$ cat src/hdl/spmm_cfg.svh
`ifndef SPMM_CFG_SVH
`define SPMM_CFG_SVH

// Columns of H, also the depth of each weight bank
`define SPMM_NUM_COLS    64
`define SPMM_COL_W       6

// Signed weight entries
`define SPMM_DATA_W      8

// Lane sum, wraps on overflow
`define SPMM_WH_W        12

// Row descriptor fields
`define SPMM_ROW_LEN_W   7
`define SPMM_NODE_W      8

// Rows that may be in flight between start and output
`define SPMM_INFO_DEPTH  4

`endif

$ cat src/hdl/spmm_pkg.sv
package spmm_pkg;

  `include "spmm_cfg.svh"

  // PE row tracking
  typedef enum logic {
    PE_IDLE = 1'b0,
    PE_ROW  = 1'b1
  } pe_state_e;

  // One output feature of WH
  typedef logic signed [`SPMM_WH_W-1:0] wh_sum_t;

  // Per-row side information carried to the output
  typedef struct packed {
    logic [`SPMM_NODE_W-1:0] num_node;
    logic                    src_flag;
  } row_info_t;

endpackage

$ cat src/hdl/weight_bank.sv
`timescale 1ns/100ps
`include "spmm_cfg.svh"

module weight_bank (
  input  logic                           clk,
  input  logic                           rst_n,
  input  logic                           we_i,
  input  logic [`SPMM_COL_W-1:0]         wr_addr_i,
  input  logic signed [`SPMM_DATA_W-1:0] wr_data_i,
  input  logic [`SPMM_COL_W-1:0]         rd_addr_i,
  output logic signed [`SPMM_DATA_W-1:0] rd_data_o
);

  // One column of W for this lane
  logic signed [`SPMM_DATA_W-1:0] mem [`SPMM_NUM_COLS];
  logic signed [`SPMM_DATA_W-1:0] rd_data_q;

  // Load port
  always_ff @(posedge clk) begin
    if (we_i) begin
      mem[wr_addr_i] <= wr_data_i;
    end
  end

  // Registered read, data appears one cycle after the address
  always_ff @(posedge clk or negedge rst_n) begin
    if (!rst_n) begin
      rd_data_q <= '0;
    end else begin
      rd_data_q <= mem[rd_addr_i];
    end
  end

  assign rd_data_o = rd_data_q;

endmodule

$ cat src/hdl/sp_pe.sv
`timescale 1ns/100ps
`include "spmm_cfg.svh"

module sp_pe (
  input  logic                           clk,
  input  logic                           rst_n,
  input  logic                           row_start_i,
  input  logic                           spmm_vld_i,
  input  logic [`SPMM_ROW_LEN_W-1:0]     row_len_i,
  input  logic [`SPMM_COL_W-1:0]         col_idx_i,
  output logic [`SPMM_COL_W-1:0]         rd_addr_o,
  input  logic signed [`SPMM_DATA_W-1:0] rd_data_i,
  output spmm_pkg::wh_sum_t              sum_o,
  output logic                           sum_vld_o
);

  import spmm_pkg::*;

  localparam logic [`SPMM_ROW_LEN_W-1:0] LEN_ONE = `SPMM_ROW_LEN_W'(1);

  pe_state_e                  state_q;
  logic [`SPMM_ROW_LEN_W-1:0] remain_q;
  logic                       entry_vld;
  logic                       entry_first;
  logic                       entry_last;
  logic [1:0]                 vld_dly_q;
  logic [1:0]                 first_dly_q;
  logic [1:0]                 last_dly_q;
  logic [`SPMM_COL_W-1:0]     col_q;
  wh_sum_t                    wgt_ext;
  wh_sum_t                    acc_q;
  logic                       sum_vld_q;

  // Classify the current entry against the row boundaries
  always_comb begin
    entry_vld   = 1'b0;
    entry_first = 1'b0;
    entry_last  = 1'b0;
    if (spmm_vld_i) begin
      if (state_q == PE_IDLE) begin
        entry_vld   = row_start_i;
        entry_first = row_start_i;
        entry_last  = row_start_i && (row_len_i <= LEN_ONE);
      end else begin
        entry_vld   = 1'b1;
        entry_last  = (remain_q == LEN_ONE);
      end
    end
  end

  // remain_q counts the entries still to come in the open row
  always_ff @(posedge clk or negedge rst_n) begin
    if (!rst_n) begin
      state_q  <= PE_IDLE;
      remain_q <= '0;
    end else if (entry_vld) begin
      if (entry_last) begin
        state_q <= PE_IDLE;
      end else begin
        state_q <= PE_ROW;
      end
      remain_q <= entry_first ? (row_len_i - LEN_ONE) : (remain_q - LEN_ONE);
    end
  end

  // Two stages to meet the weight coming back from the bank
  always_ff @(posedge clk or negedge rst_n) begin
    if (!rst_n) begin
      vld_dly_q   <= '0;
      first_dly_q <= '0;
      last_dly_q  <= '0;
    end else begin
      vld_dly_q   <= {vld_dly_q[0], entry_vld};
      first_dly_q <= {first_dly_q[0], entry_first};
      last_dly_q  <= {last_dly_q[0], entry_last};
    end
  end

  // Bank address
  always_ff @(posedge clk) begin
    col_q <= col_idx_i;
  end

  assign rd_addr_o = col_q;

  // Sign extend the weight to the sum width
  assign wgt_ext = rd_data_i;

  // First entry restarts the sum, the rest add on
  always_ff @(posedge clk) begin
    if (vld_dly_q[1]) begin
      acc_q <= first_dly_q[1] ? wgt_ext : (acc_q + wgt_ext);
    end
  end

  always_ff @(posedge clk or negedge rst_n) begin
    if (!rst_n) begin
      sum_vld_q <= 1'b0;
    end else begin
      sum_vld_q <= vld_dly_q[1] && last_dly_q[1];
    end
  end

  assign sum_o     = acc_q;
  assign sum_vld_o = sum_vld_q;

  // Upstream only streams entries inside a row that was started
  a_entry_in_row: assert property (@(posedge clk) disable iff (!rst_n)
    (spmm_vld_i && (state_q == PE_IDLE)) |-> row_start_i)
    else $error("sp_pe: entry outside a row");

endmodule

$ cat src/hdl/wh_row_assembler.sv
`timescale 1ns/100ps
`include "spmm_cfg.svh"

module wh_row_assembler (
  input  logic                       clk,
  input  logic                       rst_n,
  input  logic                       row_start_i,
  input  logic [`SPMM_NODE_W-1:0]    num_node_i,
  input  logic                       src_flag_i,
  input  spmm_pkg::wh_sum_t          sum0_i,
  input  spmm_pkg::wh_sum_t          sum1_i,
  input  logic                       sum_vld_i,
  output logic                       pe_rdy_o,
  output logic                       row_vld_o,
  output spmm_pkg::wh_sum_t          wh0_o,
  output spmm_pkg::wh_sum_t          wh1_o,
  output logic [`SPMM_NODE_W-1:0]    num_node_o,
  output logic                       src_flag_o
);

  import spmm_pkg::*;

  localparam int PTR_W = $clog2(`SPMM_INFO_DEPTH);
  localparam int CNT_W = PTR_W + 1;
  localparam logic [CNT_W-1:0] CNT_FULL = CNT_W'(`SPMM_INFO_DEPTH);

  row_info_t              info_q [`SPMM_INFO_DEPTH];
  row_info_t              head_info;
  logic [PTR_W-1:0]       wr_ptr_q;
  logic [PTR_W-1:0]       rd_ptr_q;
  logic [CNT_W-1:0]       count_q;
  logic                   push;
  logic                   pop;
  logic                   full;
  logic                   row_vld_q;
  wh_sum_t                wh0_q;
  wh_sum_t                wh1_q;
  row_info_t              out_info_q;

  assign push = row_start_i;
  assign pop  = sum_vld_i;
  assign full = (count_q == CNT_FULL);

  // Info entries wait here until both lanes finish the row
  always_ff @(posedge clk) begin
    if (push) begin
      info_q[wr_ptr_q] <= '{num_node: num_node_i, src_flag: src_flag_i};
    end
  end

  always_ff @(posedge clk or negedge rst_n) begin
    if (!rst_n) begin
      wr_ptr_q <= '0;
      rd_ptr_q <= '0;
      count_q  <= '0;
    end else begin
      if (push) begin
        wr_ptr_q <= wr_ptr_q + PTR_W'(1);
      end
      if (pop) begin
        rd_ptr_q <= rd_ptr_q + PTR_W'(1);
      end
      case ({push, pop})
        2'b10:   count_q <= count_q + CNT_W'(1);
        2'b01:   count_q <= count_q - CNT_W'(1);
        default: count_q <= count_q;
      endcase
    end
  end

  assign head_info = info_q[rd_ptr_q];

  // Output register
  always_ff @(posedge clk or negedge rst_n) begin
    if (!rst_n) begin
      row_vld_q <= 1'b0;
    end else begin
      row_vld_q <= pop;
    end
  end

  always_ff @(posedge clk) begin
    if (pop) begin
      wh0_q      <= sum0_i;
      wh1_q      <= sum1_i;
      out_info_q <= head_info;
    end
  end

  assign pe_rdy_o   = !full;
  assign row_vld_o  = row_vld_q;
  assign wh0_o      = wh0_q;
  assign wh1_o      = wh1_q;
  assign num_node_o = out_info_q.num_node;
  assign src_flag_o = out_info_q.src_flag;

  // Upstream has to respect pe_rdy_o
  a_no_push_full: assert property (@(posedge clk) disable iff (!rst_n)
    push |-> !full)
    else $error("wh_row_assembler: row started while queue full");

  // Every lane result must belong to a started row
  a_no_pop_empty: assert property (@(posedge clk) disable iff (!rst_n)
    pop |-> (count_q != '0))
    else $error("wh_row_assembler: sum without row info");

endmodule

$ cat src/hdl/spmm_top.sv
`timescale 1ns/100ps
`include "spmm_cfg.svh"

module spmm_top (
  input  logic                           clk,
  input  logic                           rst_n,
  input  logic                           row_start_i,
  input  logic                           spmm_vld_i,
  input  logic [`SPMM_ROW_LEN_W-1:0]     row_len_i,
  input  logic [`SPMM_COL_W-1:0]         col_idx_i,
  input  logic [`SPMM_NODE_W-1:0]        num_node_i,
  input  logic                           src_flag_i,
  output logic                           pe_rdy_o,
  input  logic                           wgt_we_i,
  input  logic                           wgt_lane_i,
  input  logic [`SPMM_COL_W-1:0]         wgt_addr_i,
  input  logic signed [`SPMM_DATA_W-1:0] wgt_data_i,
  output logic                           row_vld_o,
  output spmm_pkg::wh_sum_t              wh0_o,
  output spmm_pkg::wh_sum_t              wh1_o,
  output logic [`SPMM_NODE_W-1:0]        num_node_o,
  output logic                           src_flag_o
);

  import spmm_pkg::*;

  logic [1:0]                     bank_we;
  logic [`SPMM_COL_W-1:0]         rd_addr [2];
  logic signed [`SPMM_DATA_W-1:0] rd_data [2];
  wh_sum_t                        lane_sum [2];
  logic [1:0]                     lane_sum_vld;

  // Lane select for weight loading
  assign bank_we[0] = wgt_we_i && !wgt_lane_i;
  assign bank_we[1] = wgt_we_i && wgt_lane_i;

  // One bank and one PE per output feature
  for (genvar g = 0; g < 2; g++) begin : g_lane
    weight_bank u_bank (
      .clk       (clk),
      .rst_n     (rst_n),
      .we_i      (bank_we[g]),
      .wr_addr_i (wgt_addr_i),
      .wr_data_i (wgt_data_i),
      .rd_addr_i (rd_addr[g]),
      .rd_data_o (rd_data[g])
    );

    sp_pe u_pe (
      .clk         (clk),
      .rst_n       (rst_n),
      .row_start_i (row_start_i),
      .spmm_vld_i  (spmm_vld_i),
      .row_len_i   (row_len_i),
      .col_idx_i   (col_idx_i),
      .rd_addr_o   (rd_addr[g]),
      .rd_data_i   (rd_data[g]),
      .sum_o       (lane_sum[g]),
      .sum_vld_o   (lane_sum_vld[g])
    );
  end

  wh_row_assembler u_asm (
    .clk         (clk),
    .rst_n       (rst_n),
    .row_start_i (row_start_i),
    .num_node_i  (num_node_i),
    .src_flag_i  (src_flag_i),
    .sum0_i      (lane_sum[0]),
    .sum1_i      (lane_sum[1]),
    .sum_vld_i   (lane_sum_vld[0]),
    .pe_rdy_o    (pe_rdy_o),
    .row_vld_o   (row_vld_o),
    .wh0_o       (wh0_o),
    .wh1_o       (wh1_o),
    .num_node_o  (num_node_o),
    .src_flag_o  (src_flag_o)
  );

  // Both lanes see the same stream, so they finish rows together
  a_lanes_in_step: assert property (@(posedge clk) disable iff (!rst_n)
    lane_sum_vld[0] == lane_sum_vld[1])
    else $error("spmm_top: lane results out of step");

endmodule

$ cat config.mk
export PLATFORM = sky130hd
export DESIGN_NAME = spmm_top
export DESIGN_NICKNAME = d
export VERILOG_FILES = /design/src/hdl/spmm_pkg.sv /design/src/hdl/weight_bank.sv /design/src/hdl/sp_pe.sv /design/src/hdl/wh_row_assembler.sv /design/src/hdl/spmm_top.sv
export VERILOG_INCLUDE_DIRS = /design/src /design/src/hdl
export SDC_FILE = /design/constraint.sdc
export NUM_CORES = 1
export LEC_CHECK = 0
export ABC_AREA = 1
export ABC_CLOCK_PERIOD_IN_PS = 6500
export BUFFER_PORTS_ARGS = -buffer_cell sky130_fd_sc_hd__buf_2
export CAP_MARGIN = 40
export CORE_MARGIN = 3
export CORE_UTILIZATION = 40
export CTS_CLUSTER_SIZE = 24
export DETAILED_ROUTE_END_ITERATION = 12
export HOLD_SLACK_MARGIN = 0.12
export PLACE_DENSITY_LB_ADDON = 0.1
export SETUP_SLACK_MARGIN = 0.02
export SYNTH_ARGS = -nofsm -noshare
export SYNTH_HDL_FRONTEND = slang
export SYNTH_SLANG_ARGS = --single-unit
$ cat constraint.sdc
create_clock -name clk -period 6.5 [get_ports clk]
set_input_delay 1.3 -clock clk [delete_from_list [all_inputs] [get_ports clk]]
set_output_delay 1.3 -clock clk [all_outputs]
set_load 0.005 [all_outputs]
==> results.yml <==
pwr:
  leakage_nw: 20.40
  power_density_mw_per_mm2: 322.2
  p_seq_share_pct: 49.5
  power_switching_share_pct: 25.19
  p_clk_share_pct: 39.6
  pwr-share-comb_pct: 10.9
  p_int_mw: 13.30
  p_switching_mw: 4.477
  vdd_drop_max_v: 0.0002743
synthesis:
  yosys.area_share.adder_pct: 0.9676
  seq_area_frac_synth_pct: 71.48
  synth_warnings: 0
  synthSimpleGateAreaFrac_pct: 22.24
  synthesis.area_sq_mm: 0.04888
  syn_inst: 4218
  synthMuxAreaShare_pct: 0
  synth_top_cell_by_area: "edfxtp_1"
  synth-seq-cells: 1174
  synth_compound_gate_area_share_pct: 1.206
  synth_top_family_by_area: "simple AND/OR/NAND/NOR gates"
  avgSynthCellArea_sq_um: 11.59
  synth_top_area_share_pct: 68.63
  synth.area.top_cells: "edfxtp_1, nand2_1, nand3_1, dfrtp_1, buf_2"
  ys_types: 36
  synth_xor_area_share_pct: 0.3225
  synthesis.nets: 4296
die:
  start_util_pct: 40.53
  die_x_um: 355.6
  ios: 77
  core-area_sq_mm: 0.1206
  die_area_sq_mm: 0.1264
  row_count: 127
  die_h_um: 355.6
sta:
  clock_skew_ns: 0.02003
  slew_viol_final: 0
  post-route-min-period_ns: 3.209
  setup_violations: 0
  fin_crit_sh_pct: 49.37
  hold-worst-slack_ns: 0.3499
  slew-limit-headroom_pct: 21.51
  hold_viol: 0
  max_freq_mhz: 311.6
  tns_ns: 0
  rsz0062_at_grt: "no"
  worst_pin_slew_ns: 1.177
route:
  vias: 31733
  ant_nets: 0
  wire_per_inst_um: 22.58
  vias_per_cell: 5.244
  route.detailed.drc: 0
  wl_um: 136600
  firstDrtPassIters: 5
  first_iter_violations: 3020
global_route:
  grt_max_degree: 226
  grt_pass1_wl_um: 203400
  grt_pass1_vias: 31329
  grt_use_total_pct: 21.63
  antenna_found_initial: 6
  grt.overflow.total: 0
clock_tree:
  cts_root_buffer: "clkbuf_16"
  hold_buffers: 0
  clk_pin_slew_worst_paths_ns: 0.06
  clockBufferDepth: 3
  numCtsBuffers: 132
  cts.repair.resized: 0
  postCtsSetupBuffers: 0
  h-tree-depth: 4
  cts_tree: "done"
  clk_latency_ns: 0.74
  cts_sinks: 1174
place:
  gp_congestion: 0.7813
  post_dp_cell_area_sq_mm: 0.05110
  io_buffer_count: 76
  dp.cells: 5811
  place_hpwl_um: 78850
worst_setup_path:
  crit_path_end_kind: "flip-flop"
  cp_max_fo: 163
  critPathLaunchType: "flip-flop"
  crit_required_ns: 7.17
  critPathArrivalTime_ns: 3.88
  critPathKind: "flip-flop to flip-flop"
worst_hold_path:
  hold_class: "flip-flop to flip-flop"
final_layout:
  final_common_cell: "nand2_1"
  stdcell_area_sq_mm: 0.05516
  instances_no_fill: 6051
  fin_util_pct: 45.74
  mostFrequentLayoutCells: "nand2_1, edfxtp_1, nand3_1"
  syn2layout_area_growth_pct: 12.86
  nets: 4411
  drive_gt1_share_pct: 9.831
status:
  status: "complete, no violations"
run:
  drv_cap: 0
cells by family after synthesis:
logic type / count (synthesis)
compound gates: 108
flops: 1174
fa+ha+maj: 36
buf+inv: 338
simple gates: 2544
xor+xnor: 18
state kept, by name, summed over array words and instances (netlist names):
register,count
u_asm.row_vld_o,1
u_asm.num_node_o,8
g_lane.u_pe.vld_dly_q,4
u_asm.src_flag_o,1
g_lane.u_pe.remain_q,14
g_lane.u_bank.rd_data_o,16
g_lane.u_pe.first_dly_q,4
g_lane.u_bank.mem,1024
u_asm.wh0_o,12
g_lane.u_pe.state_q,2
g_lane.u_pe.rd_addr_o,6
u_asm.wh1_o,12
g_lane.u_pe.sum_vld_o,1
g_lane.u_pe.last_dly_q,2
u_asm.wr_ptr_q,2
u_asm.info_q,36
g_lane.u_pe.sum_o,24
u_asm.rd_ptr_q,2
u_asm.count_q,3
metrics by stage:
step | power [mW] | setup slack, ns
after floorplan | 10.22 | 3.431
after CTS | 17.97 | 3.314
final | 17.77 | 3.291
after global placement | 10.88 | 2.419
after detailed placement | 10.91 | 2.706
after global routing | 18.55 | 3.083
routing by layer:
metal	vias to the layer above	share of wire, %	global-route usage, %
met5	-	0	0
met4	0	1.9	5.399
met3	191	6.1	3.598
met2	893	46	34.44
met1	15577	46	30.96
li1	15072	-	-
power by group through the flow:
stage	clock network (mW)	logic, mW	registers, mW
final	7.04	1.93	8.80
after global routing	7.51	2.21	8.84
after CTS	7.22	1.95	8.81
after detailed placement	0	1.94	8.96
after global placement	0	1.91	8.97
after floorplan	0	1.35	8.88
path summary, 6_finish.rpt:
check                      depth (start not counted)                    startpoint  slack [ns]                             to
max                                               11   g_lane[1].u_pe.rd_addr_o[0]        3.29  g_lane[0].u_bank.rd_data_o[0]
min                                                0  g_lane[0].u_pe.last_dly_q[0]        0.35   g_lane[0].u_pe.last_dly_q[1]
max reg2reg                                       11   g_lane[1].u_pe.rd_addr_o[0]        3.29  g_lane[0].u_bank.rd_data_o[0]
min reg2reg                                        0  g_lane[0].u_pe.last_dly_q[0]        0.35   g_lane[0].u_pe.last_dly_q[1]
max in group asynchronous                          2                         rst_n        5.24     g_lane[0].u_pe.remain_q[0]
min in group asynchronous                          2                         rst_n        0.74               u_asm.count_q[1]
final cells by class:
class                           count  area, sq um
Clock buffer                      168         3552
Fill cell                       11157        65440
Timing Repair Buffer              236         1687
Sequential cell                  1174        34950
Multi-Input combinational cell   2706        12110
Tap cell                         1612         2017
Inverter                           83        337.8
Clock inverter                     68        500.5
Antenna cell                        4        10.01
worst max-delay path: stages, from the launching register on:
cell,delay (ns)
dfxtp_4,0.76
buf_12,0.60
buf_4,0.30
buf_16,0.26
nand2_1,0.09
nand3_1,0.13
nand3_1,0.11
nand2_1,0.10
nand2_1,0.05
nand3_1,0.10
nand3_1,0.22
nand2_1,0.13
Yosys cell counts (all sizes together):
cell type / n
nand2: 1436
edfxtp: 1117
nand3: 906
buf: 205
nor3: 118
inv: 81
nor2: 71
o21ai: 56
dfrtp: 51
clkbuf: 50
ha: 33
a21oi: 26
o22ai: 13
xor2: 11
nand4: 7
xnor2: 7
dfxtp: 6
a21o: 4
or2: 4
fa: 3
a21boi: 2
a31oi: 2
clkinv: 2
nand3b: 2
o211ai: 2
a22o: 1
o221ai: 1
o31ai: 1
(Power assumes the default switching activity.)
